===== config.mk =====
export PLATFORM = sky130hd
export DESIGN_NAME = shim_buffer_lockstep_flat
export DESIGN_NICKNAME = d
export VERILOG_FILES = /design/src/source/cci_req_pkg.sv /design/src/source/shim_cfg_pkg.sv /design/src/source/cci_tx_if.sv /design/src/source/shim_buffer_lockstep.sv /design/src/source/shim_fifo.sv /design/src/flat_wrapper.sv
export SDC_FILE = /design/constraint.sdc
export NUM_CORES = 1
export LEC_CHECK = 0
export ABC_AREA = 0
export BUFFER_PORTS_ARGS = -buffer_cell sky130_fd_sc_hd__buf_2
export CORE_MARGIN = 2
export CORE_UTILIZATION = 60
export DETAILED_ROUTE_END_ITERATION = 7
export GPL_TIMING_DRIVEN = 1
export PLACE_DENSITY = 0.77
export SLEW_MARGIN = 20
export SYNTH_ARGS = -nofsm -noshare
export SYNTH_HDL_FRONTEND = slang
export SYNTH_SLANG_ARGS = --single-unit

===== constraint.sdc =====
create_clock -name clk -period 3.8 [get_ports clk]
set_input_delay 0.57 -clock clk [delete_from_list [all_inputs] [get_ports clk]]
set_output_delay 0.57 -clock clk [all_outputs]
set_load 0.005 [all_outputs]

===== src/source/cci_req_pkg.sv =====
/*
 * Request and response field types shared by the buffer, the issue stage
 * and the memory model
 */
`default_nettype none

package cci_req_pkg;

    // Word address, so consecutive addresses name consecutive 32-bit words
    typedef logic [15:0] t_addr;

    // One data word as carried on APB and on the response
    typedef logic [31:0] t_data;

    // Request tag, returned unchanged with the read response
    typedef logic [7:0] t_tag;

    // Kind of APB transfer currently being issued
    typedef enum logic
    {
        xfer_read  = 1'b0,
        xfer_write = 1'b1
    } t_xfer_kind;

endpackage

`default_nettype wire


===== src/source/shim_cfg_pkg.sv =====
/*
 * Default sizing of the request buffer and host memory, plus the state
 * encoding of the issue stage
 */
`default_nettype none

package shim_cfg_pkg;

    // Buffer depth and the free-slot count at which almost_full rises
    localparam int DEF_N_ENTRIES = 16;
    localparam int DEF_THRESHOLD = 4;

    // Number of 32-bit words in the host memory model
    localparam int DEF_MEM_WORDS = 256;

    // Issue stage sequencing, read always runs before write
    typedef enum logic [2:0]
    {
        idle,
        rd_setup,
        rd_access,
        wr_setup,
        wr_access
    } t_issue_state;

endpackage

`default_nettype wire


===== src/source/cci_tx_if.sv =====
/*
 * One lockstep request entry holding both channels, passed from the buffer
 * to the issue stage together with the dequeue strobe
 */
`timescale 1ns/1ns
`default_nettype none

interface cci_tx_if;

    // Channel 0 carries read requests
    logic                 c0_valid;
    cci_req_pkg::t_addr   c0_addr;
    cci_req_pkg::t_tag    c0_tag;

    // Channel 1 carries write requests
    logic                 c1_valid;
    cci_req_pkg::t_addr   c1_addr;
    cci_req_pkg::t_data   c1_data;
    cci_req_pkg::t_tag    c1_tag;

    // Removes the whole entry, both channels at once
    logic                 deq;

    modport producer
    (
        output c0_valid, c0_addr, c0_tag,
        output c1_valid, c1_addr, c1_data, c1_tag,
        input  deq
    );

    modport consumer
    (
        input  c0_valid, c0_addr, c0_tag,
        input  c1_valid, c1_addr, c1_data, c1_tag,
        output deq
    );

endinterface

`default_nettype wire


===== src/source/shim_buffer_lockstep.sv =====
/*
 * Holds channel 0 and channel 1 requests together in one FIFO so that
 * reads and writes leave the buffer in the order they arrived
 */
`timescale 1ns/1ns
`default_nettype none

module shim_buffer_lockstep
#(
    parameter int N_ENTRIES = shim_cfg_pkg::DEF_N_ENTRIES,
    parameter int THRESHOLD = shim_cfg_pkg::DEF_THRESHOLD
)
(
    input  wire logic               clk,
    input  wire logic               arst_n,
    input  wire logic               c0_valid,
    input  cci_req_pkg::t_addr      c0_addr,
    input  cci_req_pkg::t_tag       c0_tag,
    input  wire logic               c1_valid,
    input  cci_req_pkg::t_addr      c1_addr,
    input  cci_req_pkg::t_data      c1_data,
    input  cci_req_pkg::t_tag       c1_tag,
    output logic                    almost_full,
    cci_tx_if.producer              buf_tx
);

    // One FIFO word holds valid, address and tag of channel 0 followed by
    // valid, address, data and tag of channel 1
    localparam int C0_BITS = 1 + $bits(cci_req_pkg::t_addr) + $bits(cci_req_pkg::t_tag);
    localparam int C1_BITS = 1 + $bits(cci_req_pkg::t_addr) + $bits(cci_req_pkg::t_data)
                             + $bits(cci_req_pkg::t_tag);
    localparam int TX_BITS = C0_BITS + C1_BITS;

    logic               enq_en;
    logic [TX_BITS-1:0] first;
    logic               not_empty;
    logic               head_c0_valid;
    logic               head_c1_valid;

    // An entry exists as soon as either channel carries a request
    assign enq_en = c0_valid || c1_valid;

    // Field order here must match the enq_data concatenation below
    assign {head_c0_valid, buf_tx.c0_addr, buf_tx.c0_tag,
            head_c1_valid, buf_tx.c1_addr, buf_tx.c1_data, buf_tx.c1_tag} = first;

    // Stale storage behind an empty FIFO must never look like a request
    assign buf_tx.c0_valid = head_c0_valid && not_empty;
    assign buf_tx.c1_valid = head_c1_valid && not_empty;

    // Both channels share this one FIFO and therefore one almost-full
    shim_fifo
    #(
        .N_DATA_BITS(TX_BITS),
        .N_ENTRIES  (N_ENTRIES),
        .THRESHOLD  (THRESHOLD)
    )
    u_fifo
    (
        .clk        (clk),
        .arst_n     (arst_n),
        .enq_data   ({c0_valid, c0_addr, c0_tag, c1_valid, c1_addr, c1_data, c1_tag}),
        .enq_en     (enq_en),
        .deq_en     (buf_tx.deq),
        .first      (first),
        .not_empty  (not_empty),
        .almost_full(almost_full)
    );

endmodule

`default_nettype wire


===== src/source/shim_fifo.sv =====
/*
 * Circular FIFO in distributed storage, head visible without a dequeue
 * and a registered almost-full flag driven by a free-slot threshold
 */
`timescale 1ns/1ns
`default_nettype none

module shim_fifo
#(
    parameter int N_DATA_BITS = 32,
    parameter int N_ENTRIES   = 16,
    parameter int THRESHOLD   = 4
)
(
    input  wire logic                   clk,
    input  wire logic                   arst_n,
    input  wire logic [N_DATA_BITS-1:0] enq_data,
    input  wire logic                   enq_en,
    input  wire logic                   deq_en,
    output logic      [N_DATA_BITS-1:0] first,
    output logic                        not_empty,
    output logic                        almost_full
);

    // A single-entry FIFO still needs a one-bit pointer
    localparam int PTR_W = (N_ENTRIES > 1) ? $clog2(N_ENTRIES) : 1;
    localparam int CNT_W = $clog2(N_ENTRIES + 1);

    logic [N_DATA_BITS-1:0] mem [N_ENTRIES];
    logic [PTR_W-1:0]       wr_ptr;
    logic [PTR_W-1:0]       rd_ptr;
    logic [CNT_W-1:0]       count;
    logic [CNT_W-1:0]       count_next;

    // ========================================
    // Storage and pointers
    // ========================================

    // Payload is written at the tail pointer on every enqueue
    always_ff @(posedge clk)
    begin
        if (enq_en)
        begin
            mem[wr_ptr] <= enq_data;
        end
    end

    // Pointers wrap explicitly so depths that are not a power of two work
    always_ff @(posedge clk or negedge arst_n)
    begin
        if (!arst_n)
        begin
            wr_ptr <= '0;
            rd_ptr <= '0;
        end
        else
        begin
            if (enq_en)
            begin
                wr_ptr <= (wr_ptr == PTR_W'(N_ENTRIES - 1)) ? '0 : wr_ptr + 1'b1;
            end
            if (deq_en)
            begin
                rd_ptr <= (rd_ptr == PTR_W'(N_ENTRIES - 1)) ? '0 : rd_ptr + 1'b1;
            end
        end
    end

    // ========================================
    // Occupancy and flags
    // ========================================

    // Simultaneous enqueue and dequeue leaves occupancy unchanged
    always_comb
    begin
        count_next = count;
        if (enq_en && !deq_en)
        begin
            count_next = count + 1'b1;
        end
        else if (!enq_en && deq_en)
        begin
            count_next = count - 1'b1;
        end
    end

    // The flag is registered from the next occupancy so it tracks count
    always_ff @(posedge clk or negedge arst_n)
    begin
        if (!arst_n)
        begin
            count       <= '0;
            almost_full <= 1'b0;
        end
        else
        begin
            count       <= count_next;
            almost_full <= (N_ENTRIES - int'(count_next)) <= THRESHOLD;
        end
    end

    // Head is read straight out of storage, so data falls through
    assign first     = mem[rd_ptr];
    assign not_empty = (count != '0);

endmodule

`default_nettype wire


===== src/flat_wrapper.sv =====
// flat-port wrapper written by rule: the top's interface ports become plain ports
module shim_buffer_lockstep_flat 
#(
    parameter int N_ENTRIES = shim_cfg_pkg::DEF_N_ENTRIES,
    parameter int THRESHOLD = shim_cfg_pkg::DEF_THRESHOLD
)
  (clk, arst_n, c0_valid, c0_addr, c0_tag, c1_valid, c1_addr, c1_data, c1_tag, almost_full, buf_tx_c0_valid, buf_tx_c0_addr, buf_tx_c0_tag, buf_tx_c1_valid, buf_tx_c1_addr, buf_tx_c1_data, buf_tx_c1_tag, buf_tx_deq);
  cci_tx_if buf_tx_i ();
  input  wire logic clk;
  input  wire logic arst_n;
  input  wire logic c0_valid;
  input  cci_req_pkg::t_addr c0_addr;
  input  cci_req_pkg::t_tag c0_tag;
  input  wire logic c1_valid;
  input  cci_req_pkg::t_addr c1_addr;
  input  cci_req_pkg::t_data c1_data;
  input  cci_req_pkg::t_tag c1_tag;
  output logic almost_full;
  output wire logic [$bits(buf_tx_i.c0_valid)-1:0] buf_tx_c0_valid;
  output wire logic [$bits(buf_tx_i.c0_addr)-1:0] buf_tx_c0_addr;
  output wire logic [$bits(buf_tx_i.c0_tag)-1:0] buf_tx_c0_tag;
  output wire logic [$bits(buf_tx_i.c1_valid)-1:0] buf_tx_c1_valid;
  output wire logic [$bits(buf_tx_i.c1_addr)-1:0] buf_tx_c1_addr;
  output wire logic [$bits(buf_tx_i.c1_data)-1:0] buf_tx_c1_data;
  output wire logic [$bits(buf_tx_i.c1_tag)-1:0] buf_tx_c1_tag;
  input wire logic [$bits(buf_tx_i.deq)-1:0] buf_tx_deq;
  assign buf_tx_c0_valid = buf_tx_i.c0_valid;
  assign buf_tx_c0_addr = buf_tx_i.c0_addr;
  assign buf_tx_c0_tag = buf_tx_i.c0_tag;
  assign buf_tx_c1_valid = buf_tx_i.c1_valid;
  assign buf_tx_c1_addr = buf_tx_i.c1_addr;
  assign buf_tx_c1_data = buf_tx_i.c1_data;
  assign buf_tx_c1_tag = buf_tx_i.c1_tag;
  assign buf_tx_i.deq = buf_tx_deq;
  shim_buffer_lockstep #(.N_ENTRIES(N_ENTRIES), .THRESHOLD(THRESHOLD)) u_core (.clk(clk), .arst_n(arst_n), .c0_valid(c0_valid), .c0_addr(c0_addr), .c0_tag(c0_tag), .c1_valid(c1_valid), .c1_addr(c1_addr), .c1_data(c1_data), .c1_tag(c1_tag), .almost_full(almost_full), .buf_tx(buf_tx_i));
endmodule

# Yosys cells after proc, flatten, opt, wreduce, memory -nomap -nowiden
# Memories as Yosys holds them, arrays and structs flattened.
# Index checks and enable logic that the tools add are counted.
[totals] mem_count=1 reg_bits=14 output_inout_bits=83 in_bits=85 mem_bits_rw=1312 wordCells=27
[op_classes] addsub=5 n_reduce_logical=8 n_eq_ne=2 magnitude_cmp=1 muxes=6
[memory_table] memory="u_core.u_fifo.mem" depth=16 word_bits=82 read_ports=1 rd_ports_with_merged_regs=0 wr=1 line="shim_fifo.sv:29" text="logic [N_DATA_BITS-1:0] mem [N_ENTRIES];"
[op_table] operator="$mux W5" count=2
[op_table] operator="$add A4 B1 Y4 const B" count=2
[op_table] operator="$eq A4 B4 Y1 const B" count=2
[op_table] operator="$mux W4" count=2
[op_table] operator="$le A6 B4 Y1 const B" count=1
[op_table] operator="$sub A5 B5 Y6 const A" count=1
[op_table] operator="$add A5 B1 Y5 const B" count=1
[op_table] operator="$reduce_bool A5 Y1" count=1
[op_table] operator="$sub A5 B1 Y5 const B" count=1
[op_table] operator="$logic_and A1 B1 Y1" count=4
[op_table] operator="$logic_not A1 Y1" count=2
[op_table] operator="$mux W1" count=2
[op_table] operator="$logic_or A1 B1 Y1" count=1

# Logic depth before layout (Yosys ltp)
# Gate-level depths: netlist of run 1.
[logic_depth] word_depth=7 ltp_mapped=6 mapped_depth_nobuf=6

# By module
# A second synthesis of run 1 with hierarchy kept.
[hier_totals] cells_unflattened=2280 area_unflattened_um2=50743.7
[by_module_without_submodules] mod="shim_fifo" area_each_um2=50724.9 instances=1 cells_per_inst=2277 seq_area_each_um2=39748.1
[by_module_without_submodules] mod="shim_buffer_lockstep" area_each_um2=18.8 instances=1 cells_per_inst=3 seq_area_each_um2=0.0

# Least setup slack after synthesis of run 1
# Ideal clock, no wire load.
[synth_timing] path_kind="input-to-reg" start="input c1_valid" end="memory u_core.u_fifo.mem[12][0] in the netlist's numbering (enable)" path_buffers=1 setup_time_ns=0.449 arrival_ns=3.036 slack_ns=0.314 stages=4 required_ns=3.351 path_cell_list="or2_2 > clkbuf_1 > and3_1 > and2_1"
[synth_between] elab_chain_len=3
[synth_lines] element="start: declaration" line="flat_wrapper.sv:14" text="input wire logic c1_valid;"
[synth_lines] element="$logic_or A1 B1 Y1" line="shim_buffer_lockstep.sv:41" text="assign enq_en = c0_valid || c1_valid;"
[synth_lines] element="$mux W1" line="shim_fifo.sv:42" text="if (enq_en)"
[synth_lines] element="$mux W1 (implied by the code)" line="shim_fifo.sv:44" text="mem[wr_ptr] <= enq_data;"
[synth_lines] element="end: declaration" line="shim_fifo.sv:29"
# Every way passes these cells.

# Worst setup path after layout of run 1
[layout_timing] start="register u_core.u_fifo.rd_ptr[0]" end="output buf_tx_c1_data[10]"
[layout_between] elab_chain_len=1
[layout_lines] element="start: declaration" line="shim_fifo.sv:31" text="logic [PTR_W-1:0] rd_ptr;"
[layout_lines] element="start signal: assignment" line="shim_fifo.sv:64" text="rd_ptr <= (rd_ptr == PTR_W'(N_ENTRIES - 1)) ? '0 : rd_ptr + 1'b1;"
[layout_lines] element="$mem_v2 Z16 W82"
[layout_lines] element="end: declaration" line="flat_wrapper.sv:24" text="output wire logic [$bits(buf_tx_i.c1_data)-1:0] buf_tx_c1_data;"
# Every way passes these cells.

==> results.sh, run 1 <==
export IMPL_rr_endpoint="u_core.u_fifo.mem[7][38]"
export IMPL_synth_main_ff_cell="edfxtp_1"
export IMPL_core_area_um2=82370
export IMPL_clk_latency_ps=720
export IMPL_drtIter0Drc=2774
export IMPL_drtAntennaViolNets=0
export IMPL_wl_met1_um=42420
export IMPL_final_period_utilization_pct=97.33
export IMPL_postSynthAreaPerCell_um2=26.10
export IMPL_slew_viol_final=0
export IMPL_portBuffers=167
export IMPL_grt_pass1_wl_um=165200
export IMPL_fin_setup_tns_ps=0
export IMPL_rsz0062_at_grt="no"
export IMPL_ir_drop_uv=646.2
export IMPL_fp_dieW_um=292.9
export IMPL_critPathKind="reg2out"
export IMPL_drive_gt1_share_pct=37.29
export IMPL_hold_violations=0
export IMPL_async_reset_ff_share_pct=1.056
export IMPL_setup_violations_final=0
export IMPL_synthMuxAreaShare_pct=18.43
export IMPL_drc=0
export IMPL_dr_wl_met2_um=58730
export IMPL_vias=22790
export IMPL_crit_top_cell="mux4_2"
export IMPL_cp_end_kind="primary output"
export IMPL_maxSlewHeadroom_pct=43.45
export IMPL_power_w=0.04159
export IMPL_syn_nets=2012
export IMPL_grt_pass1_vias=24000
export IMPL_synthAdderAreaFrac_pct=0.1998
export IMPL_yosysSeqAreaShare_pct=79.35
export IMPL_hold_class="in2reg"
export IMPL_gp_congestion=0.7207
export IMPL_timing_fmax_mhz=270.4
export IMPL_power_leakage_nw=18.09
export IMPL_htree_levels=4
export IMPL_antenna_found_initial=17
export IMPL_dpl_hpwl_um=55640
export IMPL_rows=105
export IMPL_p_per_area_nw_per_um2=728.6
export IMPL_reg2reg_depth=4
export IMPL_firstDrtPassIters=7
export IMPL_cts_buffer_depth=3
export IMPL_start_util_pct=60.81
export IMPL_grt_usage_pct=27.25
export IMPL_crit_path_max_fanout=21
export IMPL_dr_wl_met3_um=10310
export IMPL_finalWirelength_um=114200
export IMPL_synth_compound_area_share_pct=0.2448
export IMPL_clk_pin_slew_ps=60
export IMPL_status="finished clean"
export IMPL_start_kind="register"
export IMPL_ys_warnings_count=0
export IMPL_maxCapViolations=0
export IMPL_clock_skew_ps=26.24
export IMPL_syn_to_final_growth_pct=13.96
export IMPL_synth_xor_area_share_pct=0.1049
export IMPL_r2r_slack_ps=1470
export IMPL_wire_per_inst_um=33.84
export IMPL_synth_top_family_by_area="multiplexers"
export IMPL_cts_tree="yes"
export IMPL_ys_types=38
export IMPL_ios=168
export IMPL_cts_num_sinks=1326
export IMPL_timing_rr_start="u_core.u_fifo.wr_ptr[2]"
export IMPL_die_h_um=292.9
export IMPL_slowest_delay_ps=600
export IMPL_root_buffer="clkbuf_16"
export IMPL_cp_cell_sequence="buf_12 > buf_4 > mux4_2 > mux4_2 > buf_2"
export IMPL_yosys_area_share_simple_pct=0.5495
export IMPL_slowest_stage="dfrtp_4"
export IMPL_crit_start="u_core.u_fifo.rd_ptr[0]"
export IMPL_arrival_ps=3130
export IMPL_worst_ep_required_time_ps=3230
export IMPL_endpoint="buf_tx_c1_data[10]"
export IMPL_grt_max_degree=115
export IMPL_top_layer="met5"
export IMPL_period_needed_ps=3699
export IMPL_netlist_instances=1919
export IMPL_die_area_um2=85810
export IMPL_syn_area_um2=50090
export IMPL_ys_seq_elements=1326
export IMPL_worst_pin_slew_ps=848.2
export IMPL_cts_buffers=132
export IMPL_vias_per_cell=6.751
export IMPL_finalNetCount=2292
export IMPL_overflow=0
export IMPL_synth_edf_count=1312
-- worst min-delay path by stage --
| stage | endpoint | start | slack, ps | cells after the start |
|---|---|---|---|---|
| final | u_core.u_fifo.rd_ptr[0] | buf_tx_deq | 200 | 2 |
| after global routing | u_core.u_fifo.rd_ptr[0] | buf_tx_deq | 190 | 2 |
| after CTS | u_core.u_fifo.rd_ptr[0] | buf_tx_deq | 160 | 2 |
| after detailed placement | u_core.u_fifo.rd_ptr[0] | arst_n | 490 | 1 |
| after global placement | u_core.u_fifo.almost_full | arst_n | 480 | 1 |
| after floorplan | u_core.u_fifo.almost_full | arst_n | 270 | 0 |
-- layer usage --
layer  vias to the layer above  GRT usage (%)
li1                       8983              -
met1                     12250          37.03
met2                      1342          44.73
met3                       204          6.573
met4                        16          8.318
met5                         -              0
-- final cells by class --
type | count | area, um2
repair buffers | 242 | 1966
inverters | 5 | 18.77
flip-flops and latches | 1326 | 39760
multi-input cells | 492 | 9821
well taps | 1070 | 1339
clock buffers | 164 | 3561
fillers | 4602 | 25290
diodes | 8 | 20.02
clock inverters | 69 | 594.3
-- synth_stat cells (all sizes together) (2+ instances only) --
cell type,count,area [um2]
o21ai,8,40.04
a21oi,2,10.01
xnor2,5,43.79
edfxtp,1312,39400
nor3b,3,22.52
nand3,5,25.02
mux2i,3,30.03
nor2b,2,12.51
nand2,6,22.52
mux4,408,9189
and2,18,112.6
buf,56,392.9
inv,5,18.77
ha,8,100.1
a211oi,4,30.03
nor2,3,11.26
dfrtp,14,350.3
clkbuf,40,150.1
-- state kept, by name, indices dropped and copies added (netlist names) --
register,flops
u_core.u_fifo.almost_full,1
u_core.u_fifo.wr_ptr,4
u_core.u_fifo.mem,1312
u_core.u_fifo.count,5
u_core.u_fifo.rd_ptr,4
-- cells by family (layout without fill, tap and decap cells) --
family,count (synthesis),in the layout
other,0,8
XOR/XNOR,6,6
AND/OR/NAND/NOR,47,47
flip-flops,1326,1326
multiplexers,412,412
adder cells (fa/ha/maj),8,8
buffers and inverters,101,480
AO/OA/AOI/OAI,19,19
-- repair_timing --
item	CTS	global route
buffers inserted	0	5
hold endpoints to repair	14	0
setup endpoints to repair	0	17
hold buffers	1	0
resized for setup	0	4
-- power by group --
part / leakage [nW] / internal, W / switching (W)
combinational: 4.02 / 0.00485 / 0.00535
clock: 2.02 / 0.00715 / 0.00542
sequential: 12.0 / 0.0180 / 0.000775
-- critical path: cells and delay by family, from the launching register on --
kind / cells / cell delay, ps
mux: 2 / 1100
buf+inv: 3 / 680
flops: 1 / 600
-- per-stage QoR --
stage	instances	setup slack, ps	hold slack, ps	cell area [um2]	utilization (%)
5_1_grt	3373	3.564	191.9	57070	69.29
4_1_cts	3363	7.992	160.6	57000	69.20
2_1_floorplan	1919	314.4	274.4	50090	-
6_report	3376	101.5	204.8	57080	69.30
3_3_place_gp	3129	849.5	482.9	52830	64.14
3_5_place_dp	3129	814.2	489.4	52830	64.14
-- placed cells by master, fill, tap and decap left out, types with 4 or more instances in the layout --
cell,n
dfrtp_4,4
buf_4,30
mux4_2,408
ha_1,8
inv_1,5
xnor2_1,5
and2_4,16
clkinvlp_4,6
diode_2,8
bufinv_16,7
o21ai_0,8
dfrtp_1,10
edfxtp_1,1312
nand3_1,5
clkbuf_16,138
clkinv_8,5
clkinv_2,20
clkinv_1,25
buf_2,167
a211oi_1,4
clkbuf_1,25
buf_12,40
nand2_1,6
No activity file was read; power rests on OpenSTA's default activity.
==> run 2, diff against run 1 <==
--- a/config.mk
+++ b/config.mk
@@ -10,7 +10,7 @@
 export CORE_MARGIN = 2
 export CORE_UTILIZATION = 60
 export DETAILED_ROUTE_END_ITERATION = 7
-export GPL_TIMING_DRIVEN = 1
+export GPL_TIMING_DRIVEN = 0
 export PLACE_DENSITY = 0.77
 export SLEW_MARGIN = 20
 export SYNTH_ARGS = -nofsm -noshare
==> results.sh, run 2 (synthesis gave the netlist of run 1 again) <==
export IMPL_ios=168
export IMPL_drc=0
export IMPL_cts_buffers=130
export IMPL_start_util_pct=60.81
export IMPL_period_needed_ps=3831
export IMPL_gp_congestion=0.7173
export IMPL_hold_violations=0
export IMPL_internal_power_w=0.02997
export IMPL_p_per_area_nw_per_um2=738.2
export IMPL_clockPowerShare_pct=29.1
export IMPL_syn_to_final_growth_pct=14.32
export IMPL_overflow=0
export IMPL_portBuffers=167
export IMPL_root_buffer="clkbuf_16"
export IMPL_crit_path_max_fanout=10
export IMPL_drtIter0Drc=3718
export IMPL_clk_pin_slew_ps=60
export IMPL_timing_rr_start="u_core.u_fifo.wr_ptr[2]"
export IMPL_hold_class="in2reg"
export IMPL_crit_top_cell="buf_2"
export IMPL_arrival_ps=3260
export IMPL_power_leakage_nw=18.23
export IMPL_status="complete, but fails checks"
export IMPL_power_w=0.04227
export IMPL_endpoint="buf_tx_c0_addr[2]"
export IMPL_maxCapViolations=0
export IMPL_final_period_utilization_pct=100.8
export IMPL_p_sw_share_pct=29.10
export IMPL_grt_max_degree=38
export IMPL_reg2reg_depth=4
export IMPL_largest_register_ffs=1312
export IMPL_crit_buf_inv=4
export IMPL_firstDrtPassIters=7
export IMPL_finalNetCount=2344
export IMPL_grt_usage_pct=30.72
export IMPL_grt_pass1_wl_um=182300
export IMPL_finalWirelength_um=128300
export IMPL_vias_per_cell=7.032
export IMPL_cp_end_kind="primary output"
export IMPL_hp_start="c0_addr[9]"
export IMPL_die_area_um2=85810
export IMPL_stdcell_count=3426
export IMPL_dp_cells=3188
export IMPL_slowest_stage="mux4_2"
export IMPL_htree_levels=4
export IMPL_wire_per_inst_um=37.45
export IMPL_ir_drop_uv=436.7
export IMPL_cts_num_sinks=1326
export IMPL_rsz0062_at_grt="yes"
export IMPL_slowest_delay_ps=550
export IMPL_setup_violations_final=3
export IMPL_violations="negative setup slack"
export IMPL_cts_setup_buffers=0
export IMPL_core_area_um2=82370
export IMPL_vias=24090
export IMPL_slew_viol_final=0
export IMPL_setup_slack_ps=-31.29
export IMPL_rows=105
export IMPL_critPathKind="reg2out"
export IMPL_worst_pin_slew_ps=1125
export IMPL_rr_endpoint="u_core.u_fifo.mem[2][63]"
export IMPL_r2r_slack_ps=1220
export IMPL_biggestRegsByFlops="u_core.u_fifo.mem: 1312 flops, u_core.u_fifo.count: 5 flops"
export IMPL_drive_gt1_share_pct=37.49
export IMPL_power_frac_seq_pct=44.0
export IMPL_regMostFlops="u_core.u_fifo.mem"
export IMPL_layout_common_cells="edfxtp_1, mux4_2, buf_2, clkbuf_16, clkbuf_1"
export IMPL_grt_pass1_vias=24950
export IMPL_start_kind="register"
export IMPL_p_comb_share_pct=26.9
export IMPL_cp_cell_sequence="buf_2 > buf_4 > buf_2 > mux4_2 > mux4_2 > buf_2"
export IMPL_cpLargestDelayFamily="buffers and inverters"
export IMPL_drtAntennaViolNets=0
export IMPL_pre_cts_ws_ps=-88.24
export IMPL_cts_buffer_depth=3
export IMPL_dpl_hpwl_um=64300
export IMPL_maxSlewHeadroom_pct=25.01
export IMPL_final_common_cell="edfxtp_1"
export IMPL_antenna_found_initial=17
export IMPL_crit_start="u_core.u_fifo.rd_ptr[1]"
export IMPL_fp_dieW_um=292.9
export IMPL_clock_skew_ps=24.74
export IMPL_die_h_um=292.9
export IMPL_worst_ep_required_time_ps=3230
export IMPL_p_sw_w=0.01230
export IMPL_cts_tree="yes"
export IMPL_timing_fmax_mhz=261.0
export IMPL_cp_depth=6
export IMPL_clk_latency_ps=730
==> run 2: final cells by class <==
cell class	instances	area, um2
Tap cell	1070	1339
Clock buffer	170	3573
Antenna cell	9	22.52
Sequential cell	1326	39750
Fill cell	4404	25110
Timing Repair Buffer	200	1667
Inverter	5	18.77
Multi-Input combinational cell	492	9821
Clock inverter	58	406.6
Buffer	96	669.4
==> run 2: per-stage QoR <==
step / hold slack (ps) / cell area [um2] / TNS (ps) / utilization, %
final: 209.7 / 57260 / -39.16 / 69.52
after global routing: 195.1 / 57260 / -235.4 / 69.51
after CTS: 172.7 / 57230 / 0 / 69.48
after detailed placement: 499.8 / 53130 / -717.7 / 64.50
after global placement: 484.7 / 52270 / -3047720 / 63.45
after floorplan: 274.4 / 50090 / 0 / -
==> run 2: worst min path at each step <==
stage / depth (start not counted) / end / slack [ps]
CTS: 1 / u_core.u_fifo.mem[3][44] / 170
detailed placement: 1 / u_core.u_fifo.almost_full / 500
global route: 1 / u_core.u_fifo.mem[3][44] / 200
floorplan: 0 / u_core.u_fifo.almost_full / 270
global placement: 1 / u_core.u_fifo.count[4] / 480
finish: 1 / u_core.u_fifo.mem[10][74] / 210
==> run 2: timing repair <==
| item | CTS | global route |
|---|---|---|
| endpoints found under the hold margin | 14 | 0 |
| gates resized for setup | 84 | 4 |
| endpoints found under the setup margin | 82 | 16 |
| hold buffers | 1 | 0 |
==> run 2: metal layers <==
layer / share of wire [%] / global-route usage [%] / wire (um) / vias to the layer above
li1: - / - / - / 9096
met1: 35 / 40.98 / 44390 / 12730
met2: 51 / 49.84 / 65120 / 1939
met3: 11 / 7.443 / 13800 / 307
met4: 3.8 / 12.22 / 4908 / 18
met5: 0.079 / 0 / 101 / -
==> run 2: power by group through the flow <==
stage | Sequential (W) | Combinational [W] | Clock (W)
2_1_floorplan | 0.0187 | 0.00646 | 0
3_3_place_gp | 0.0190 | 0.0104 | 0
3_5_place_dp | 0.0187 | 0.0110 | 0
4_1_cts | 0.0186 | 0.0114 | 0.0124
5_1_grt | 0.0187 | 0.0118 | 0.0129
6_report | 0.0186 | 0.0114 | 0.0123
