[config.mk]
export PLATFORM = sky130hd
export DESIGN_NAME = req_issue_apb_flat
export DESIGN_NICKNAME = d
export VERILOG_FILES = /design/src/source/cci_req_pkg.sv /design/src/source/shim_cfg_pkg.sv /design/src/source/cci_tx_if.sv /design/src/source/req_issue_apb.sv /design/src/flat_wrapper.sv
export SDC_FILE = /design/constraint.sdc
export NUM_CORES = 1
export LEC_CHECK = 0
export BUFFER_PORTS_ARGS = -buffer_cell sky130_fd_sc_hd__buf_2
export CORE_ASPECT_RATIO = 1.4
export CORE_MARGIN = 2
export CORE_UTILIZATION = 44
export DETAILED_ROUTE_END_ITERATION = 10
export HOLD_SLACK_MARGIN = 0.1
export PLACE_DENSITY = 0.86
export SYNTH_ARGS = -nofsm -noshare
export SYNTH_HDL_FRONTEND = slang
export SYNTH_SLANG_ARGS = --single-unit
[constraint.sdc]
create_clock -name clk -period 8.6 [get_ports clk]
set_input_delay 0.86 -clock clk [delete_from_list [all_inputs] [get_ports clk]]
set_output_delay 0.86 -clock clk [all_outputs]
set_load 0.02 [all_outputs]
[src/source/cci_req_pkg.sv]
/*
 * Request and response field types shared by the buffer, the issue stage
 * and the memory model
 */
`default_nettype none

package cci_req_pkg;

    // Word address, so consecutive addresses name consecutive 32-bit words
    typedef logic [15:0] t_addr;

    // One data word as carried on APB and on the response
    typedef logic [31:0] t_data;

    // Request tag, returned unchanged with the read response
    typedef logic [7:0] t_tag;

    // Kind of APB transfer currently being issued
    typedef enum logic
    {
        xfer_read  = 1'b0,
        xfer_write = 1'b1
    } t_xfer_kind;

endpackage

`default_nettype wire

[src/source/shim_cfg_pkg.sv]
/*
 * Default sizing of the request buffer and host memory, plus the state
 * encoding of the issue stage
 */
`default_nettype none

package shim_cfg_pkg;

    // Buffer depth and the free-slot count at which almost_full rises
    localparam int DEF_N_ENTRIES = 16;
    localparam int DEF_THRESHOLD = 4;

    // Number of 32-bit words in the host memory model
    localparam int DEF_MEM_WORDS = 256;

    // Issue stage sequencing, read always runs before write
    typedef enum logic [2:0]
    {
        idle,
        rd_setup,
        rd_access,
        wr_setup,
        wr_access
    } t_issue_state;

endpackage

`default_nettype wire

[src/source/cci_tx_if.sv]
/*
 * One lockstep request entry holding both channels, passed from the buffer
 * to the issue stage together with the dequeue strobe
 */
`timescale 1ns/1ns
`default_nettype none

interface cci_tx_if;

    // Channel 0 carries read requests
    logic                 c0_valid;
    cci_req_pkg::t_addr   c0_addr;
    cci_req_pkg::t_tag    c0_tag;

    // Channel 1 carries write requests
    logic                 c1_valid;
    cci_req_pkg::t_addr   c1_addr;
    cci_req_pkg::t_data   c1_data;
    cci_req_pkg::t_tag    c1_tag;

    // Removes the whole entry, both channels at once
    logic                 deq;

    modport producer
    (
        output c0_valid, c0_addr, c0_tag,
        output c1_valid, c1_addr, c1_data, c1_tag,
        input  deq
    );

    modport consumer
    (
        input  c0_valid, c0_addr, c0_tag,
        input  c1_valid, c1_addr, c1_data, c1_tag,
        output deq
    );

endinterface

`default_nettype wire

[src/source/req_issue_apb.sv]
/*
 * Takes lockstep entries off the buffer and replays them as APB transfers,
 * read first, then write, returning read data with the request tag
 */
`timescale 1ns/1ns
`default_nettype none

module req_issue_apb
(
    input  wire logic               clk,
    input  wire logic               arst_n,
    cci_tx_if.consumer              buf_tx,
    output logic                    psel,
    output logic                    penable,
    output logic                    pwrite,
    output cci_req_pkg::t_addr      paddr,
    output cci_req_pkg::t_data      pwdata,
    input  cci_req_pkg::t_data      prdata,
    input  wire logic               pready,
    output logic                    rsp_valid,
    output cci_req_pkg::t_tag       rsp_tag,
    output cci_req_pkg::t_data      rsp_data
);

    shim_cfg_pkg::t_issue_state state;
    shim_cfg_pkg::t_issue_state state_next;
    cci_req_pkg::t_xfer_kind    xfer_kind;
    logic                       entry_present;

    // Copy of the dequeued entry, held until both transfers complete
    cci_req_pkg::t_addr         lat_c0_addr;
    cci_req_pkg::t_tag          lat_c0_tag;
    logic                       lat_c1_valid;
    cci_req_pkg::t_addr         lat_c1_addr;
    cci_req_pkg::t_data         lat_c1_data;

    assign entry_present = buf_tx.c0_valid || buf_tx.c1_valid;

    // Entry leaves the buffer in the same cycle the FSM starts on it
    assign buf_tx.deq = (state == shim_cfg_pkg::idle) && entry_present;

    // ========================================
    // Sequencing FSM
    // ========================================

    always_comb
    begin
        state_next = state;
        unique case (state)
            shim_cfg_pkg::idle:
            begin
                // A channel 0 request is always served before channel 1
                if (buf_tx.c0_valid)
                    state_next = shim_cfg_pkg::rd_setup;
                else if (buf_tx.c1_valid)
                    state_next = shim_cfg_pkg::wr_setup;
            end
            shim_cfg_pkg::rd_setup:
                state_next = shim_cfg_pkg::rd_access;
            shim_cfg_pkg::rd_access:
            begin
                // Skip the write phase when the entry carried no write
                if (pready)
                    state_next = lat_c1_valid ? shim_cfg_pkg::wr_setup : shim_cfg_pkg::idle;
            end
            shim_cfg_pkg::wr_setup:
                state_next = shim_cfg_pkg::wr_access;
            shim_cfg_pkg::wr_access:
            begin
                if (pready)
                    state_next = shim_cfg_pkg::idle;
            end
            default:
                state_next = shim_cfg_pkg::idle;
        endcase
    end

    always_ff @(posedge clk or negedge arst_n)
    begin
        if (!arst_n)
        begin
            state        <= shim_cfg_pkg::idle;
            lat_c1_valid <= 1'b0;
            rsp_valid    <= 1'b0;
        end
        else
        begin
            state <= state_next;
            if (buf_tx.deq)
            begin
                lat_c1_valid <= buf_tx.c1_valid;
            end
            // One-cycle pulse when the read transfer completes
            rsp_valid <= (state == shim_cfg_pkg::rd_access) && pready;
        end
    end

    // Payload registers only change on dequeue or read completion
    always_ff @(posedge clk)
    begin
        if (buf_tx.deq)
        begin
            lat_c0_addr <= buf_tx.c0_addr;
            lat_c0_tag  <= buf_tx.c0_tag;
            lat_c1_addr <= buf_tx.c1_addr;
            lat_c1_data <= buf_tx.c1_data;
        end
        if ((state == shim_cfg_pkg::rd_access) && pready)
        begin
            rsp_data <= prdata;
            rsp_tag  <= lat_c0_tag;
        end
    end

    // ========================================
    // APB request outputs
    // ========================================

    // The write states select channel 1, everything else channel 0
    assign xfer_kind = ((state == shim_cfg_pkg::wr_setup) || (state == shim_cfg_pkg::wr_access))
                       ? cci_req_pkg::xfer_write : cci_req_pkg::xfer_read;

    // Address and data come from latched values so they stay stable
    assign psel    = (state != shim_cfg_pkg::idle);
    assign penable = (state == shim_cfg_pkg::rd_access) || (state == shim_cfg_pkg::wr_access);
    assign pwrite  = (xfer_kind == cci_req_pkg::xfer_write);
    assign paddr   = pwrite ? lat_c1_addr : lat_c0_addr;
    assign pwdata  = lat_c1_data;

endmodule

`default_nettype wire

[src/flat_wrapper.sv]
// flat-port wrapper written by rule: the top's interface ports become plain ports
module req_issue_apb_flat 
  (clk, arst_n, psel, penable, pwrite, paddr, pwdata, prdata, pready, rsp_valid, rsp_tag, rsp_data, buf_tx_c0_valid, buf_tx_c0_addr, buf_tx_c0_tag, buf_tx_c1_valid, buf_tx_c1_addr, buf_tx_c1_data, buf_tx_c1_tag, buf_tx_deq);
  cci_tx_if buf_tx_i ();
  input  wire logic clk;
  input  wire logic arst_n;
  output logic psel;
  output logic penable;
  output logic pwrite;
  output cci_req_pkg::t_addr paddr;
  output cci_req_pkg::t_data pwdata;
  input  cci_req_pkg::t_data prdata;
  input  wire logic pready;
  output logic rsp_valid;
  output cci_req_pkg::t_tag rsp_tag;
  output cci_req_pkg::t_data rsp_data;
  input wire logic [$bits(buf_tx_i.c0_valid)-1:0] buf_tx_c0_valid;
  input wire logic [$bits(buf_tx_i.c0_addr)-1:0] buf_tx_c0_addr;
  input wire logic [$bits(buf_tx_i.c0_tag)-1:0] buf_tx_c0_tag;
  input wire logic [$bits(buf_tx_i.c1_valid)-1:0] buf_tx_c1_valid;
  input wire logic [$bits(buf_tx_i.c1_addr)-1:0] buf_tx_c1_addr;
  input wire logic [$bits(buf_tx_i.c1_data)-1:0] buf_tx_c1_data;
  input wire logic [$bits(buf_tx_i.c1_tag)-1:0] buf_tx_c1_tag;
  output wire logic [$bits(buf_tx_i.deq)-1:0] buf_tx_deq;
  assign buf_tx_i.c0_valid = buf_tx_c0_valid;
  assign buf_tx_i.c0_addr = buf_tx_c0_addr;
  assign buf_tx_i.c0_tag = buf_tx_c0_tag;
  assign buf_tx_i.c1_valid = buf_tx_c1_valid;
  assign buf_tx_i.c1_addr = buf_tx_c1_addr;
  assign buf_tx_i.c1_data = buf_tx_c1_data;
  assign buf_tx_i.c1_tag = buf_tx_c1_tag;
  assign buf_tx_deq = buf_tx_i.deq;
  req_issue_apb u_core (.clk(clk), .arst_n(arst_n), .buf_tx(buf_tx_i), .psel(psel), .penable(penable), .pwrite(pwrite), .paddr(paddr), .pwdata(pwdata), .prdata(prdata), .pready(pready), .rsp_valid(rsp_valid), .rsp_tag(rsp_tag), .rsp_data(rsp_data));
endmodule
Word level (Yosys, flattened, before mapping) --
Cells that the tools add are included.
Word-level totals: output and inout bits 93, bits of input ports 117, register bits 117
Cells by class: reduce and logical (&&, ||, !) cells 8, muxes and demuxes 8, equality and inequality tests 7
Operator list (number):
- $mux 16 | 1
- $pmux 3 s5 | 1
- $mux 3 | 4
- $eq 3x2->1 const B | 2
- $ne 2x2->1 const B | 2
- $eq 3x1->1 const B | 1
- $eq 3x3->1 const B | 1
- $logic_not 3->1 | 1
- $logic_or 1x1->1 | 3
- $ne 3x3->1 const B | 1
- $reduce_and 3->1 | 1
- $reduce_bool 3->1 | 1
- $logic_and 1x1->1 | 2
- $mux 2 | 1
- $mux 1 | 1

Depth between registers and ports, before layout --
Gate-level depths: netlist (run 1).
word-level depth 4, mapped depth 5

Worst setup path before layout (run 1) --
Ideal clock, no wire load.
path kind in2out, start point in buf_tx_c0_valid, end point out buf_tx_deq, required time 7.740 ns, slack 1.520 ns, stages 2, arrival 6.220 ns, cell sequence o21bai_1 -> nor3_1
On the way: longest elaborated chain between the ends 2
Ends and longest elaborated chain:
- from (decl) | line flat_wrapper.sv:17 | input wire logic [$bits(buf_tx_i.c0_valid)-1:0] buf_tx_c0_valid;
- $logic_or 1x1->1 | line req_issue_apb.sv:37 | assign entry_present = buf_tx.c0_valid || buf_tx.c1_valid;
- $logic_and 1x1->1 | line req_issue_apb.sv:40 | assign buf_tx.deq = (state == shim_cfg_pkg::idle) && entry_present;
- to (decl) | line flat_wrapper.sv:24 | output wire logic [$bits(buf_tx_i.deq)-1:0] buf_tx_deq;
Every way passes these cells.

Final worst setup path (run 1) --
start point reg u_core.state[2], end point out paddr[2]
On the way: longest elaborated chain between the ends 4, elaborated cells between the ends (all ways) 5
Ends and longest elaborated chain:
- from (decl) | line req_issue_apb.sv:25 | shim_cfg_pkg::t_issue_state state;
- from (signal assigned) | line req_issue_apb.sv:82 | state <= shim_cfg_pkg::idle;
- from (signal assigned) | line req_issue_apb.sv:88 | state <= state_next;
- $eq 3x2->1 or $eq 3x3->1 (tied branches) | line req_issue_apb.sv:120 | assign xfer_kind = ((state == shim_cfg_pkg::wr_setup) || (state == shim_cfg_pkg::wr_access))
- $logic_or 1x1->1 * | line req_issue_apb.sv:120
- $mux 1 * | line req_issue_apb.sv:121 | ? cci_req_pkg::xfer_write : cci_req_pkg::xfer_read;
- $mux 16 * | line req_issue_apb.sv:127 | assign paddr = pwrite ? lat_c1_addr : lat_c0_addr;
- to (decl) | line flat_wrapper.sv:10 | output cci_req_pkg::t_addr paddr;
Every way passes the cells marked *; elsewhere a longest branch is shown, timed or not.

==> out/metrics.csv, run 1 <==
stage,metric,value,unit
finish,"most common cell after layout, fill and taps aside",buf_2,
job,Max Cap Viol,0,
sta,Final min period,3.19,ns
finish,final instance area,5620,sq um
clock_tree,CTS tree,yes,
yosys,synthesized cell area,3880,sq um
place,Post-DP Area,5000,sq um
yosys,Synth Area per Inst,24.3,sq um
clock_tree,# H-tree levels,4,
clock_tree,CTS Buffer Depth,2,
critical_path,CP arrival,2.33,ns
pwr,P_sw,641,uW
floorplanning,full die area,9610,sq um
sta,slew margin rel.,41.1,%
yosys,Post-synth EDFFs,112,
yosys,Cells after Synth,160,
pwr,Final Power,2.17,mW
grt,All-Layer GR Usage,16.6,%
clock_tree,Resized Gates After CTS,0,
critical_path,crit end category,output port,
sta,Setup WS post-layout,5.41,ns
routing,Detailed Routing Iterations Pass 1,4,
sta,Worst Max-Slew Pin Slew,0.884,ns
clock_tree,CTS buffer count,17,
sta,Clock Skews,0.00536,ns
critical_path,CP required,7.74,ns
routing,final wirelength,7.92,mm
yosys,post-synth top area cell,edfxtp_1,
routing,Final ANT Viol Nets,0,
floorplanning,chip width,83.4,um
routing,via/cell ratio,4.62,
yosys,ys async rst share,4.27,%
yosys,Most used DFF post-synth,edfxtp_1,
critical_path,worst-path fanout max,17,
routing,total number of vias,2285,
clock_tree,Clock Latency Late Sink,0.40,ns
floorplanning,Starting Density,45.4,%
routing,routed length per instance,16.0,um
finish,Fillers,587,
pwr,Sw Ratio,29.6,%
sta,RSZ-0062 raised after global routing,false,
place,DP HPWL,5.60,mm
yosys,top post-synthesis cells by area,"edfxtp_1 87%, mux2_4 3.5%, dfrtp_1 3.2%",
clock_tree,setup bufs post-CTS,0,
grt,pin count of the biggest net entering global routing,73,
pwr,Lkg Pwr,2.40,nW
place,number of port buffers,201,
finish,most frequent cells in the layout,"201 x buf_2, 112 x edfxtp_1, 17 x clkbuf_16, 9 x mux2_4, 7 x mux2_2",
finish,synthesis-to-layout area growth,44.7,%
pwr,Clk network pwr share,33.7,%
grt,vias in the first global route,2370,
finish,Non-Filler Instances,495,
clock_tree,Worst-path clk slew,0.05,ns
place,DP Cell Count,464,
sta,Final period util,37.0,%
clock_tree,CTS sink count,117,
floorplanning,die height,115,um
routing,# DRC,0,
yosys,register area share after synthesis,89.8,%
yosys,Yosys Warn Count,0,
pwr,sequential fraction of design power,40.8,%
floorplanning,num ports,210,
grt,first-pass GRT wire length,11.6,mm
floorplanning,core box area,8560,sq um
sta,TNS Setup,0,ns
yosys,synth unique cells,23,
grt,total grt overflow,0,
critical_path,CP Launch Type,flop,
yosys,"Net Count, Synth",277,
clock_tree,Root Buffer,clkbuf_16,
hold_path,Hold Crit Class,input port to async pin,
sta,Final setup viols,0,
critical_path,kind of critical path,flop to output port,
pwr,Gate power share,25.5,%
sta,hold slack,0.271,ns
finish,ant diodes,0,
place,Placer Congestion,0.776,
pwr,cell area power density,386,nW/um^2
floorplanning,Site Rows,40,
status,status,completed,
yosys,post-synth top area share,86.6,%
finish,fin nets,495,
sta,"Slew Viols, Final",0,
sta,FMAX,0.314,GHz
finish,fraction of layout cells with a size suffix above 1,63.8,%
place,Place WS,5.82,ns
pwr,Pint,1.53,mW
routing,Initial DRC Count,97,
sta,final hold vios,0,
yosys,"flops & latches, synth",117,
finish,final core utilization,65.7,%
grt,initial antenna violation count,0,
pwr,maximum VDD drop,0.229,mV
clock_tree,"Hold-fix buffers, CTS",0,
==> cell type report <==
| class | instances | area [sq um] | area share, % |
|---|---|---|---|
| tap | 105 | 131 | 2.34 |
| inverter | 4 | 15.0 | 0.267 |
| clock buffer | 20 | 437 | 7.77 |
| multi-input combinational | 35 | 348 | 6.19 |
| timing repair buffer | 203 | 1020 | 18.2 |
| sequential | 117 | 3490 | 62.0 |
| clock inverter | 11 | 183 | 3.25 |
==> worst max-delay path, cell delays in order, from the launching register on <==
cell and delay, ns:
dfrtp_1 0.56, nand3b_1 0.18, a21boi_4 0.61, mux2_2 0.41, buf_2 0.16
==> cells in the mapped netlist (2+ instances only) <==
cell        n
mux2_4      9
mux2_2      7
inv_1       4
o21ai_0     3
nor3_1      2
nand2_1     3
dfrtp_1     5
edfxtp_1  112
==> sequential cells by signal, summed over array words and instances (netlist names), 3 cells and up <==
signal / flops
u_core.lat_c0_addr: 16
u_core.lat_c0_tag: 8
u_core.lat_c1_addr: 16
u_core.pwdata: 32
u_core.rsp_data: 32
u_core.rsp_tag: 8
u_core.state: 3
==> final timing paths <==
path | start | end | slack, ns | cells after the start
setup / recovery | u_core.state[2] | paddr[2] | 5.41 | 4
hold / removal | arst_n | u_core.lat_c1_valid | 0.27 | 1
setup reg to reg | u_core.state[1] | u_core.lat_c0_tag[5] | 6.53 | 3
hold reg to reg | u_core.lat_c0_tag[2] | u_core.rsp_tag[2] | 0.42 | 0
max in group asynchronous | arst_n | u_core.state[0] | 8.19 | 1
min in group clk | u_core.lat_c0_tag[2] | u_core.rsp_tag[2] | 0.42 | 0
==> power groups by stage <==
stage	Clock [mW]	Combinational, mW	Sequential, mW
5_1_grt	0.774	0.589	0.902
4_1_cts	0.745	0.560	0.888
3_5_place_dp	0	0.559	0.897
2_1_floorplan	0	0.288	1.01
3_3_place_gp	0	0.547	0.888
6_report	0.732	0.552	0.885
==> kinds of logic after synthesis <==
kind of cell	after synthesis	share of synthesized area [%]
DFF	117	89.8
muxes	16	5.51
and+or+nand+nor	10	1.29
AOI/OAI and AO/OA	8	1.67
buffers and inverters	8	1.51
xor gates and xnor gates	1	0.225
==> metal layers <==
layer	vias up	track usage (%)	wire, um
met2	167	27.3	3950
met1	1041	17.5	2910
met3	10	8.83	941
met4	0	8.49	118
met5	-	0	0
li1	1067	-	-
Power figures use the tool's default switching activity.
==> run 2, diff against run 1 <==
--- a/config.mk
+++ b/config.mk
@@ -8,10 +8,10 @@
 export BUFFER_PORTS_ARGS = -buffer_cell sky130_fd_sc_hd__buf_2
 export CORE_ASPECT_RATIO = 1.4
 export CORE_MARGIN = 2
-export CORE_UTILIZATION = 44
+export CORE_UTILIZATION = 40
 export DETAILED_ROUTE_END_ITERATION = 10
 export HOLD_SLACK_MARGIN = 0.1
-export PLACE_DENSITY = 0.86
+export PLACE_DENSITY = 0.83
 export SYNTH_ARGS = -nofsm -noshare
 export SYNTH_HDL_FRONTEND = slang
 export SYNTH_SLANG_ARGS = --single-unit
==> constraint.sdc (replaced) <==
create_clock -name clk -period 2.8 [get_ports clk]
set_input_delay 0.28 -clock clk [delete_from_list [all_inputs] [get_ports clk]]
set_output_delay 0.28 -clock clk [all_outputs]
set_load 0.02 [all_outputs]
==> out/metrics.csv, run 2 <==
stage,metric,value,unit,change
status,status,stopped before the end,,
status,Fail Step,clock tree synthesis,,
status,Error,[ERROR RSZ-0060] Max buffer count reached.,,
yosys,"flops & latches, synth",117,,unchanged
yosys,synth cell count leaders,"112 x edfxtp_1, 9 x mux2_4, 7 x mux2_2",,
yosys,post-synth top area share,86.6,%,unchanged
place,number of port buffers,201,,unchanged
place,DP HPWL,5.91,mm,+5.5%
floorplanning,num ports,210,,unchanged
clock_tree,CTS Buffer Depth,2,,unchanged
yosys,register area share after synthesis,89.8,%,unchanged
yosys,Synth Area per Inst,24.3,sq um,unchanged
floorplanning,die height,121,um,+4.7%
clock_tree,CTS buffer count,17,,unchanged
yosys,top post-synthesis cells by area,"edfxtp_1 87%, mux2_4 3.5%, dfrtp_1 3.2%",,
yosys,"Net Count, Synth",277,,unchanged
floorplanning,Starting Density,41.1,%,-4.3 points
clock_tree,"Hold-fix buffers, CTS",102,,+102
yosys,synthesized cell area,3880,sq um,unchanged
clock_tree,# H-tree levels,4,,unchanged
clock_tree,setup bufs post-CTS,0,,unchanged
yosys,Yosys Warn Count,0,,unchanged
yosys,ys async rst share,4.27,%,unchanged
yosys,post-synth top area cell,edfxtp_1,,
clock_tree,CTS sink count,117,,unchanged
clock_tree,Resized Gates After CTS,0,,unchanged
floorplanning,chip width,87.3,um,+4.6%
place,DP Cell Count,474,,+2.2%
yosys,Post-synth EDFFs,112,,unchanged
yosys,Most used DFF post-synth,edfxtp_1,,
yosys,synth unique cells,23,,unchanged
place,Placer Congestion,0.787,,+1.4%
yosys,Cells after Synth,160,,unchanged
yosys,most common cell in the netlist,edfxtp_1,,
clock_tree,Root Buffer,clkbuf_16,,
floorplanning,Site Rows,42,,+5.0%
run 2: cell counts after synthesis:
Identical to the previous run, type by type.
run 2: cell families after synthesis:
logic type             Yosys count  synth area share [%]
XOR/XNOR                         1                 0.225
buffers and inverters            8                  1.51
flip-flops                     117                  89.8
AO/OA/AOI/OAI                    8                  1.67
multiplexers                    16                  5.51
AND/OR/NAND/NOR                 10                  1.29
run 2: per-stage QoR:
| step | TNS (ns) | worst slack (ns) | area (sq um) | util, % |
|---|---|---|---|---|
| 2_1_floorplan | -9.67 | -0.134 | 3920 | - |
| 3_3_place_gp | 0 | 0.750 | 5080 | 53.7 |
| 3_5_place_dp | 0 | 0.698 | 5080 | 53.7 |
==> run 3, diff against run 2 <==
--- a/config.mk
+++ b/config.mk
@@ -6,12 +6,10 @@
 export NUM_CORES = 1
 export LEC_CHECK = 0
 export BUFFER_PORTS_ARGS = -buffer_cell sky130_fd_sc_hd__buf_2
-export CORE_ASPECT_RATIO = 1.4
 export CORE_MARGIN = 2
 export CORE_UTILIZATION = 40
 export DETAILED_ROUTE_END_ITERATION = 10
-export HOLD_SLACK_MARGIN = 0.1
-export PLACE_DENSITY = 0.83
+export PLACE_DENSITY_LB_ADDON = 0.15
 export SYNTH_ARGS = -nofsm -noshare
 export SYNTH_HDL_FRONTEND = slang
 export SYNTH_SLANG_ARGS = --single-unit
==> constraint.sdc (replaced) <==
create_clock -name clk -period 3.64 [get_ports clk]
set_input_delay 0.364 -clock clk [delete_from_list [all_inputs] [get_ports clk]]
set_output_delay 0.364 -clock clk [all_outputs]
set_load 0.02 [all_outputs]
==> out/metrics.csv, run 3 (synthesis results as in run 1) <==
stage,metric,value,unit,change
status,status,completed,,
clock_tree,CTS tree,yes,,
pwr,sequential fraction of design power,41.4,%,
critical_path,crit end category,output port,,
grt,total grt overflow,0,,
grt,first-pass GRT wire length,11.3,mm,
clock_tree,"Hold-fix buffers, CTS",1,,-99%
sta,Final min period,2.86,ns,
routing,Final ANT Viol Nets,0,,
pwr,Clk network pwr share,31.9,%,
sta,slew margin rel.,36.8,%,
floorplanning,num ports,210,,unchanged
finish,"most common cell after layout, fill and taps aside",buf_2,,
clock_tree,Worst-path clk slew,0.06,ns,
critical_path,CP Launch Type,flop,,
place,number of port buffers,201,,unchanged
finish,Fillers,739,,
finish,fraction of layout cells with a size suffix above 1,64.6,%,
grt,All-Layer GR Usage,14.9,%,
sta,"Slew Viols, Final",0,,
critical_path,worst-path fanout max,17,,
critical_path,CP Buf/Inv Count,1,,
pwr,Gate power share,26.7,%,
grt,GRT busiest layer,met2,,
finish,Multi-input gate area,360,sq um,
pwr,maximum VDD drop,0.433,mV,
routing,final wirelength,7.84,mm,
floorplanning,core box area,9330,sq um,
sta,TNS Setup,0,ns,
grt,initial antenna violation count,0,,
finish,synthesis-to-layout area growth,45.6,%,
sta,Clock Skews,0.00681,ns,
critical_path,CP top delay family,compound AO/OA/AOI/OAI gates,,
floorplanning,Site Rows,35,,-17%
pwr,P_sw,1.56,mW,
floorplanning,Starting Density,41.6,%,+0.58 points
sta,RSZ-0062 raised after global routing,false,,
place,Post-DP Area,5070,sq um,-0.34%
finish,sequential cell area,3490,sq um,
critical_path,kind of critical path,flop to output port,,
routing,total number of vias,2304,,
floorplanning,full die area,10500,sq um,
grt,M3 GR Usage,9.90,%,
routing,routed length per instance,15.0,um,
floorplanning,chip width,103,um,+17%
sta,Final setup viols,0,,
clock_tree,CTS sink count,117,,unchanged
finish,ant diodes,0,,
clock_tree,Clock Latency Late Sink,0.49,ns,
pwr,Pint,3.47,mW,
pwr,cell area power density,890,nW/um^2,
finish,most frequent cells in the layout,"201 x buf_2, 112 x edfxtp_1, 16 x clkbuf_16, 9 x mux2_4, 7 x mux2_2",,
pwr,Lkg Pwr,2.39,nW,
floorplanning,die height,103,um,-15%
place,DP HPWL,5.69,mm,-3.6%
sta,final hold vios,0,,
job,Max Cap Viol,0,,
critical_path,CP required,3.28,ns,
clock_tree,Resized Gates After CTS,0,,unchanged
clock_tree,Root Buffer,clkbuf_8,,
grt,pin count of the biggest net entering global routing,41,,
grt,M2 GR Usage,23.3,%,
hold_path,Hold Crit Class,input port to flop,,
finish,final instance area,5660,sq um,
sta,Worst Max-Slew Pin Slew,0.944,ns,
routing,# DRC,0,,
routing,Initial DRC Count,27,,
grt,met1 Use GR,15.6,%,
critical_path,CP arrival,2.50,ns,
finish,fin nets,497,,
grt,vias in the first global route,2300,,
clock_tree,CTS buffer count,17,,unchanged
critical_path,slowest cell delay on critical path,0.63,ns,
routing,Detailed Routing Iterations Pass 1,4,,
place,Placer Congestion,0.740,,-5.9%
routing,via/cell ratio,4.41,,
critical_path,critical path cell sequence,"nand3b_1, a21boi_4, mux2_2, buf_2",,
clock_tree,setup bufs post-CTS,0,,unchanged
clock_tree,# H-tree levels,4,,unchanged
critical_path,slowest CP cell,a21boi_4,,
pwr,Sw Ratio,31.1,%,
clock_tree,CTS Buffer Depth,2,,unchanged
sta,Final period util,78.6,%,
sta,FMAX,0.349,GHz,
run 3: power groups by stage:
stage | clock network, mW | logic [mW] | registers (mW)
after floorplan | 0 | 0.695 | 2.33
after global placement | 0 | 1.37 | 2.10
after detailed placement | 0 | 1.37 | 2.11
after CTS | 1.65 | 1.38 | 2.09
after global routing | 1.70 | 1.45 | 2.12
final | 1.61 | 1.34 | 2.08
run 3: per-stage QoR:
step / worst slack, ns / total power [mW] / instances / util, % / hold WS [ns]
2_1_floorplan: 0.663 / 3.03 / 160 / - / 0.0684
3_3_place_gp: 1.27 / 3.46 / 489 / 54.3 / 0.182
3_5_place_dp: 1.26 / 3.48 / 489 / 54.3 / 0.186
4_1_cts: 0.707 / 5.11 / 522 / 60.6 / 0.00968
5_1_grt: 0.615 / 5.27 / 522 / 60.6 / 0.00676
6_report: 0.778 / 5.03 / 522 / 60.6 / 0.0414
run 3: path summary, 6_finish.rpt:
check                      slack, ns  cells past startpoint                      to            startpoint
min in group asynchronous       0.22                      2     u_core.lat_c1_valid                arst_n
hold / removal                  0.04                      1  u_core.lat_c1_addr[13]    buf_tx_c1_addr[13]
setup reg to reg                1.48                      3  u_core.lat_c0_addr[12]       u_core.state[1]
setup / recovery                0.78                      4                paddr[5]       u_core.state[2]
max in group asynchronous       3.29                      2         u_core.state[1]                arst_n
hold reg to reg                 0.41                      0       u_core.rsp_tag[3]  u_core.lat_c0_tag[3]
run 3: layer usage:
layer	vias up	routed length (um)
met5	-	0
met4	0	92
met3	7	1260
met2	156	3680
met1	1070	2810
li1	1071	-
run 3: area by class of cell:
type                    instances  area share, %
repair buffers                205           18.6
multi-input cells              35           6.37
well taps                     129           2.85
clock buffers                  19           7.46
inverters                       4          0.265
flip-flops and latches        117           61.7
clock inverters                13           2.79
run 3: worst reg2reg max path: cells and delay by family (launching register included):
family	cells	cell delay (ns)
and+or+nand+nor	1	0.73
DFF	1	0.47
buffers and inverters	1	0.40
AOI/OAI and AO/OA	1	0.25
==> run 4, diff against run 3 <==
--- a/config.mk
+++ b/config.mk
@@ -5,6 +5,7 @@
 export SDC_FILE = /design/constraint.sdc
 export NUM_CORES = 1
 export LEC_CHECK = 0
+export ABC_AREA = 1
 export BUFFER_PORTS_ARGS = -buffer_cell sky130_fd_sc_hd__buf_2
 export CORE_MARGIN = 2
 export CORE_UTILIZATION = 40
==> constraint.sdc (replaced) <==
create_clock -name clk -period 2.8 [get_ports clk]
set_input_delay 0.28 -clock clk [delete_from_list [all_inputs] [get_ports clk]]
set_output_delay 0.28 -clock clk [all_outputs]
set_load 0.02 [all_outputs]
==> out/metrics.csv, run 4 <==
stage,metric,value,unit,change
grt,vias in the first global route,3079,,+34%
critical_path,crit end category,output port,,
finish,fraction of layout cells with a size suffix above 1,44.6,%,-20 points
routing,Max Used Layer,met4,,
pwr,P_sw,2.28,mW,+46%
sta,Final min period,2.59,ns,
critical_path,CP most frequent cell,buf_2,,
finish,fin nets,646,,+30%
yosys,Synth Area per Inst,19.3,sq um,-20%
pwr,sequential fraction of design power,39.3,%,-2.1 points
pwr,cell area power density,1010,nW/um^2,+14%
sta,Worst Max-Slew Pin Slew,0.666,ns,-0.278 ns
floorplanning,num ports,210,,unchanged
routing,routed length per instance,15.3,um,+1.8%
place,number of port buffers,201,,unchanged
finish,most frequent cells in the layout,"201 x buf_2, 112 x edfxtp_1, 107 x dlygate4sd3_1, 44 x nand2_1, 18 x nand3_1",,
sta,Setup WS post-layout,0.207,ns,-0.571 ns
critical_path,kind of critical path,input port to output port,,
floorplanning,die height,102,um,-0.29%
critical_path,worst reg2reg path depth,5,,+2
routing,Final ANT Viol Nets,0,,unchanged
critical_path,slowest cell delay on critical path,0.54,ns,-0.09 ns
yosys,top post-synthesis cells by area,"edfxtp_1 87%, nand2_1 4.3%, dfrtp_1 3.2%",,
hold_path,Hold Crit Class,input port to async pin,,
yosys,"flops & latches, synth",117,,unchanged
routing,total number of vias,2966,,+29%
pwr,Clk network pwr share,31.2,%,-0.7 points
critical_path,worst-path fanout max,11,,-6
critical_path,R2R setup slack,0.73,ns,-0.75 ns
routing,routed wl met2,5.25,mm,+43%
sta,"Slew Viols, Final",0,,unchanged
yosys,Most used DFF post-synth,edfxtp_1,,
critical_path,CP arrival,2.31,ns,-0.19 ns
finish,synthesis-to-layout area growth,74.6,%,
pwr,Lkg Pwr,2.88,nW,+21%
pwr,Gate power share,29.5,%,+2.8 points
routing,# DRC,0,,unchanged
critical_path,FF-to-FF End,u_core.lat_c0_addr[15],,
clock_tree,Resized Gates After CTS,0,,unchanged
critical_path,critical path cell sequence,"dlygate4sd3_1, buf_2, o21ai_0, clkinvlp_4, buf_2",,
yosys,synth unique cells,15,,-35%
job,Max Cap Viol,0,,unchanged
pwr,Pint,4.55,mW,+31%
sta,RSZ-0062 raised after global routing,false,,
yosys,post-synth top area cell,edfxtp_1,,
pwr,maximum VDD drop,0.689,mV,+59%
routing,routed wl met3,934,um,-26%
yosys,most common cell in the netlist,edfxtp_1,,
routing,Initial DRC Count,81,,+200%
place,DP HPWL,5.77,mm,+1.3%
sta,Final period util,92.6,%,
pwr,Sw Ratio,33.3,%,+2.3 points
sta,slew margin rel.,55.1,%,+18 points
critical_path,slowest CP cell,dlygate4sd3_1,,
grt,initial antenna violation count,0,,unchanged
sta,Final setup viols,0,,unchanged
clock_tree,CTS sink count,117,,unchanged
yosys,Cells after Synth,200,,+25%
status,status,completed,,
yosys,ys async rst share,4.27,%,unchanged
clock_tree,setup bufs post-CTS,0,,unchanged
sta,FMAX,0.386,GHz,
yosys,register area share after synthesis,90.3,%,+0.55 points
floorplanning,core box area,9280,sq um,-0.47%
finish,ant diodes,0,,unchanged
grt,All-Layer GR Usage,20.0,%,+5.1 points
floorplanning,full die area,10500,sq um,-0.58%
clock_tree,CTS tree,yes,,
floorplanning,chip width,102,um,-0.29%
critical_path,CP required,2.52,ns,-0.76 ns
yosys,synth cell count leaders,"112 x edfxtp_1, 44 x nand2_1, 18 x nand3_1",,
place,Place WS,0.693,ns,-0.571 ns
critical_path,CP Launch Type,input port,,
finish,Multi-input gate area,338,sq um,-6.3%
routing,M1 wire length,3.94,mm,+40%
routing,Detailed Routing Iterations Pass 1,4,,unchanged
clock_tree,CTS Buffer Depth,2,,unchanged
place,Placer Congestion,0.750,,+1.3%
routing,via/cell ratio,4.42,,+0.15%
clock_tree,Worst-path clk slew,0.06,ns,about the same
finish,sequential cell area,3490,sq um,unchanged
clock_tree,Clock Latency Late Sink,0.51,ns,+0.02 ns
yosys,Yosys Warn Count,0,,unchanged
grt,total grt overflow,0,,unchanged
grt,pin count of the biggest net entering global routing,28,,-32%
sta,TNS Setup,0,ns,unchanged
routing,final wirelength,10.3,mm,+31%
sta,Clock Skews,0.00769,ns,+0.000873 ns
yosys,synthesized cell area,3860,sq um,-0.61%
floorplanning,Starting Density,41.6,%,-0.060 points
grt,first-pass GRT wire length,15.3,mm,+35%
sta,final hold vios,0,,unchanged
yosys,"Net Count, Synth",317,,+14%
finish,"most common cell after layout, fill and taps aside",buf_2,,
yosys,post-synth top area share,87.1,%,+0.53 points
yosys,Post-synth EDFFs,112,,unchanged
critical_path,launch point of the worst reg-to-reg path,u_core.state[1],,
floorplanning,Site Rows,35,,unchanged
finish,Fillers,610,,-17%
clock_tree,Root Buffer,clkbuf_8,,
clock_tree,# H-tree levels,4,,unchanged
clock_tree,CTS buffer count,17,,unchanged
==> run 4: cell count changes after synthesis, sizes merged, moves of 2 or more <==
cell   change
mux2      -16
nand2     +43
nand3     +18
nand4      +2
nor2       +3
nor3       -2
==> run 4: power by group through the flow <==
stage	registers [mW]	clock network, mW	logic (mW)
floorplan	3.04	0	0.835
global placement	2.69	0	1.87
detailed placement	2.71	0	1.89
CTS	2.68	2.17	2.01
global route	2.73	2.25	2.18
finish	2.68	2.13	2.01
==> run 4: worst max path at each step <==
stage                     from            endpoint  depth (start not counted)
2_1_floorplan  u_core.state[2]  u_core.rsp_data[0]                          3
3_3_place_gp   u_core.state[1]    u_core.pwdata[6]                          6
3_5_place_dp   u_core.state[1]   u_core.pwdata[17]                          6
4_1_cts        u_core.state[1]          buf_tx_deq                          6
5_1_grt        u_core.state[1]          buf_tx_deq                          6
6_report       buf_tx_c1_valid          buf_tx_deq                          5
==> run 4: per-stage QoR <==
stage	instance area (sq um)	util [%]	power (mW)	instances	hold slack, ns
after CTS	6740	72.5	6.87	670	0.127
after detailed placement	5070	54.6	4.60	531	0.113
after floorplan	3860	-	3.87	200	-0.0156
after global routing	6740	72.6	7.16	671	0.136
final	6740	72.6	6.83	671	0.143
after global placement	5070	54.6	4.56	531	0.107
==> run 4: logic make-up (layout without fill, tap and decap cells) <==
| logic type | after synthesis | count (layout) | synth area share, % |
|---|---|---|---|
| simple gates | 73 | 73 | 8.30 |
| compound gates | 2 | 2 | 0.259 |
| flops | 117 | 117 | 90.3 |
| buf+inv | 8 | 350 | 1.10 |
==> run 4: final cells by class <==
cell class                      count  area share [%]
Timing Repair Buffer              312            31.6
Clock inverter                     15            2.65
Multi-Input combinational cell     75            5.01
Timing Repair inverter              1          0.0743
Inverter                            5           0.334
Tap cell                          129            2.39
Sequential cell                   117            51.8
Clock buffer                       17            6.14
==> run 4: routing by layer <==
metal / vias to the layer above / global-route usage (%)
met4: 0 / 8.41
met2: 162 / 36.2
met1: 1382 / 21.1
li1: 1409 / -
met5: - / 0
met3: 13 / 7.11
==> run 4: what timing repair did <==
item	CTS	global route
endpoints found under the setup margin	0	1
hold buffers	107	0
endpoints found under the hold margin	111	0
==> run 4: critical path: cells and delay by family <==
| kind | cells | cell delay [ns] |
|---|---|---|
| AOI/OAI and AO/OA | 1 | 0.53 |
| buffers and inverters | 4 | 1.49 |
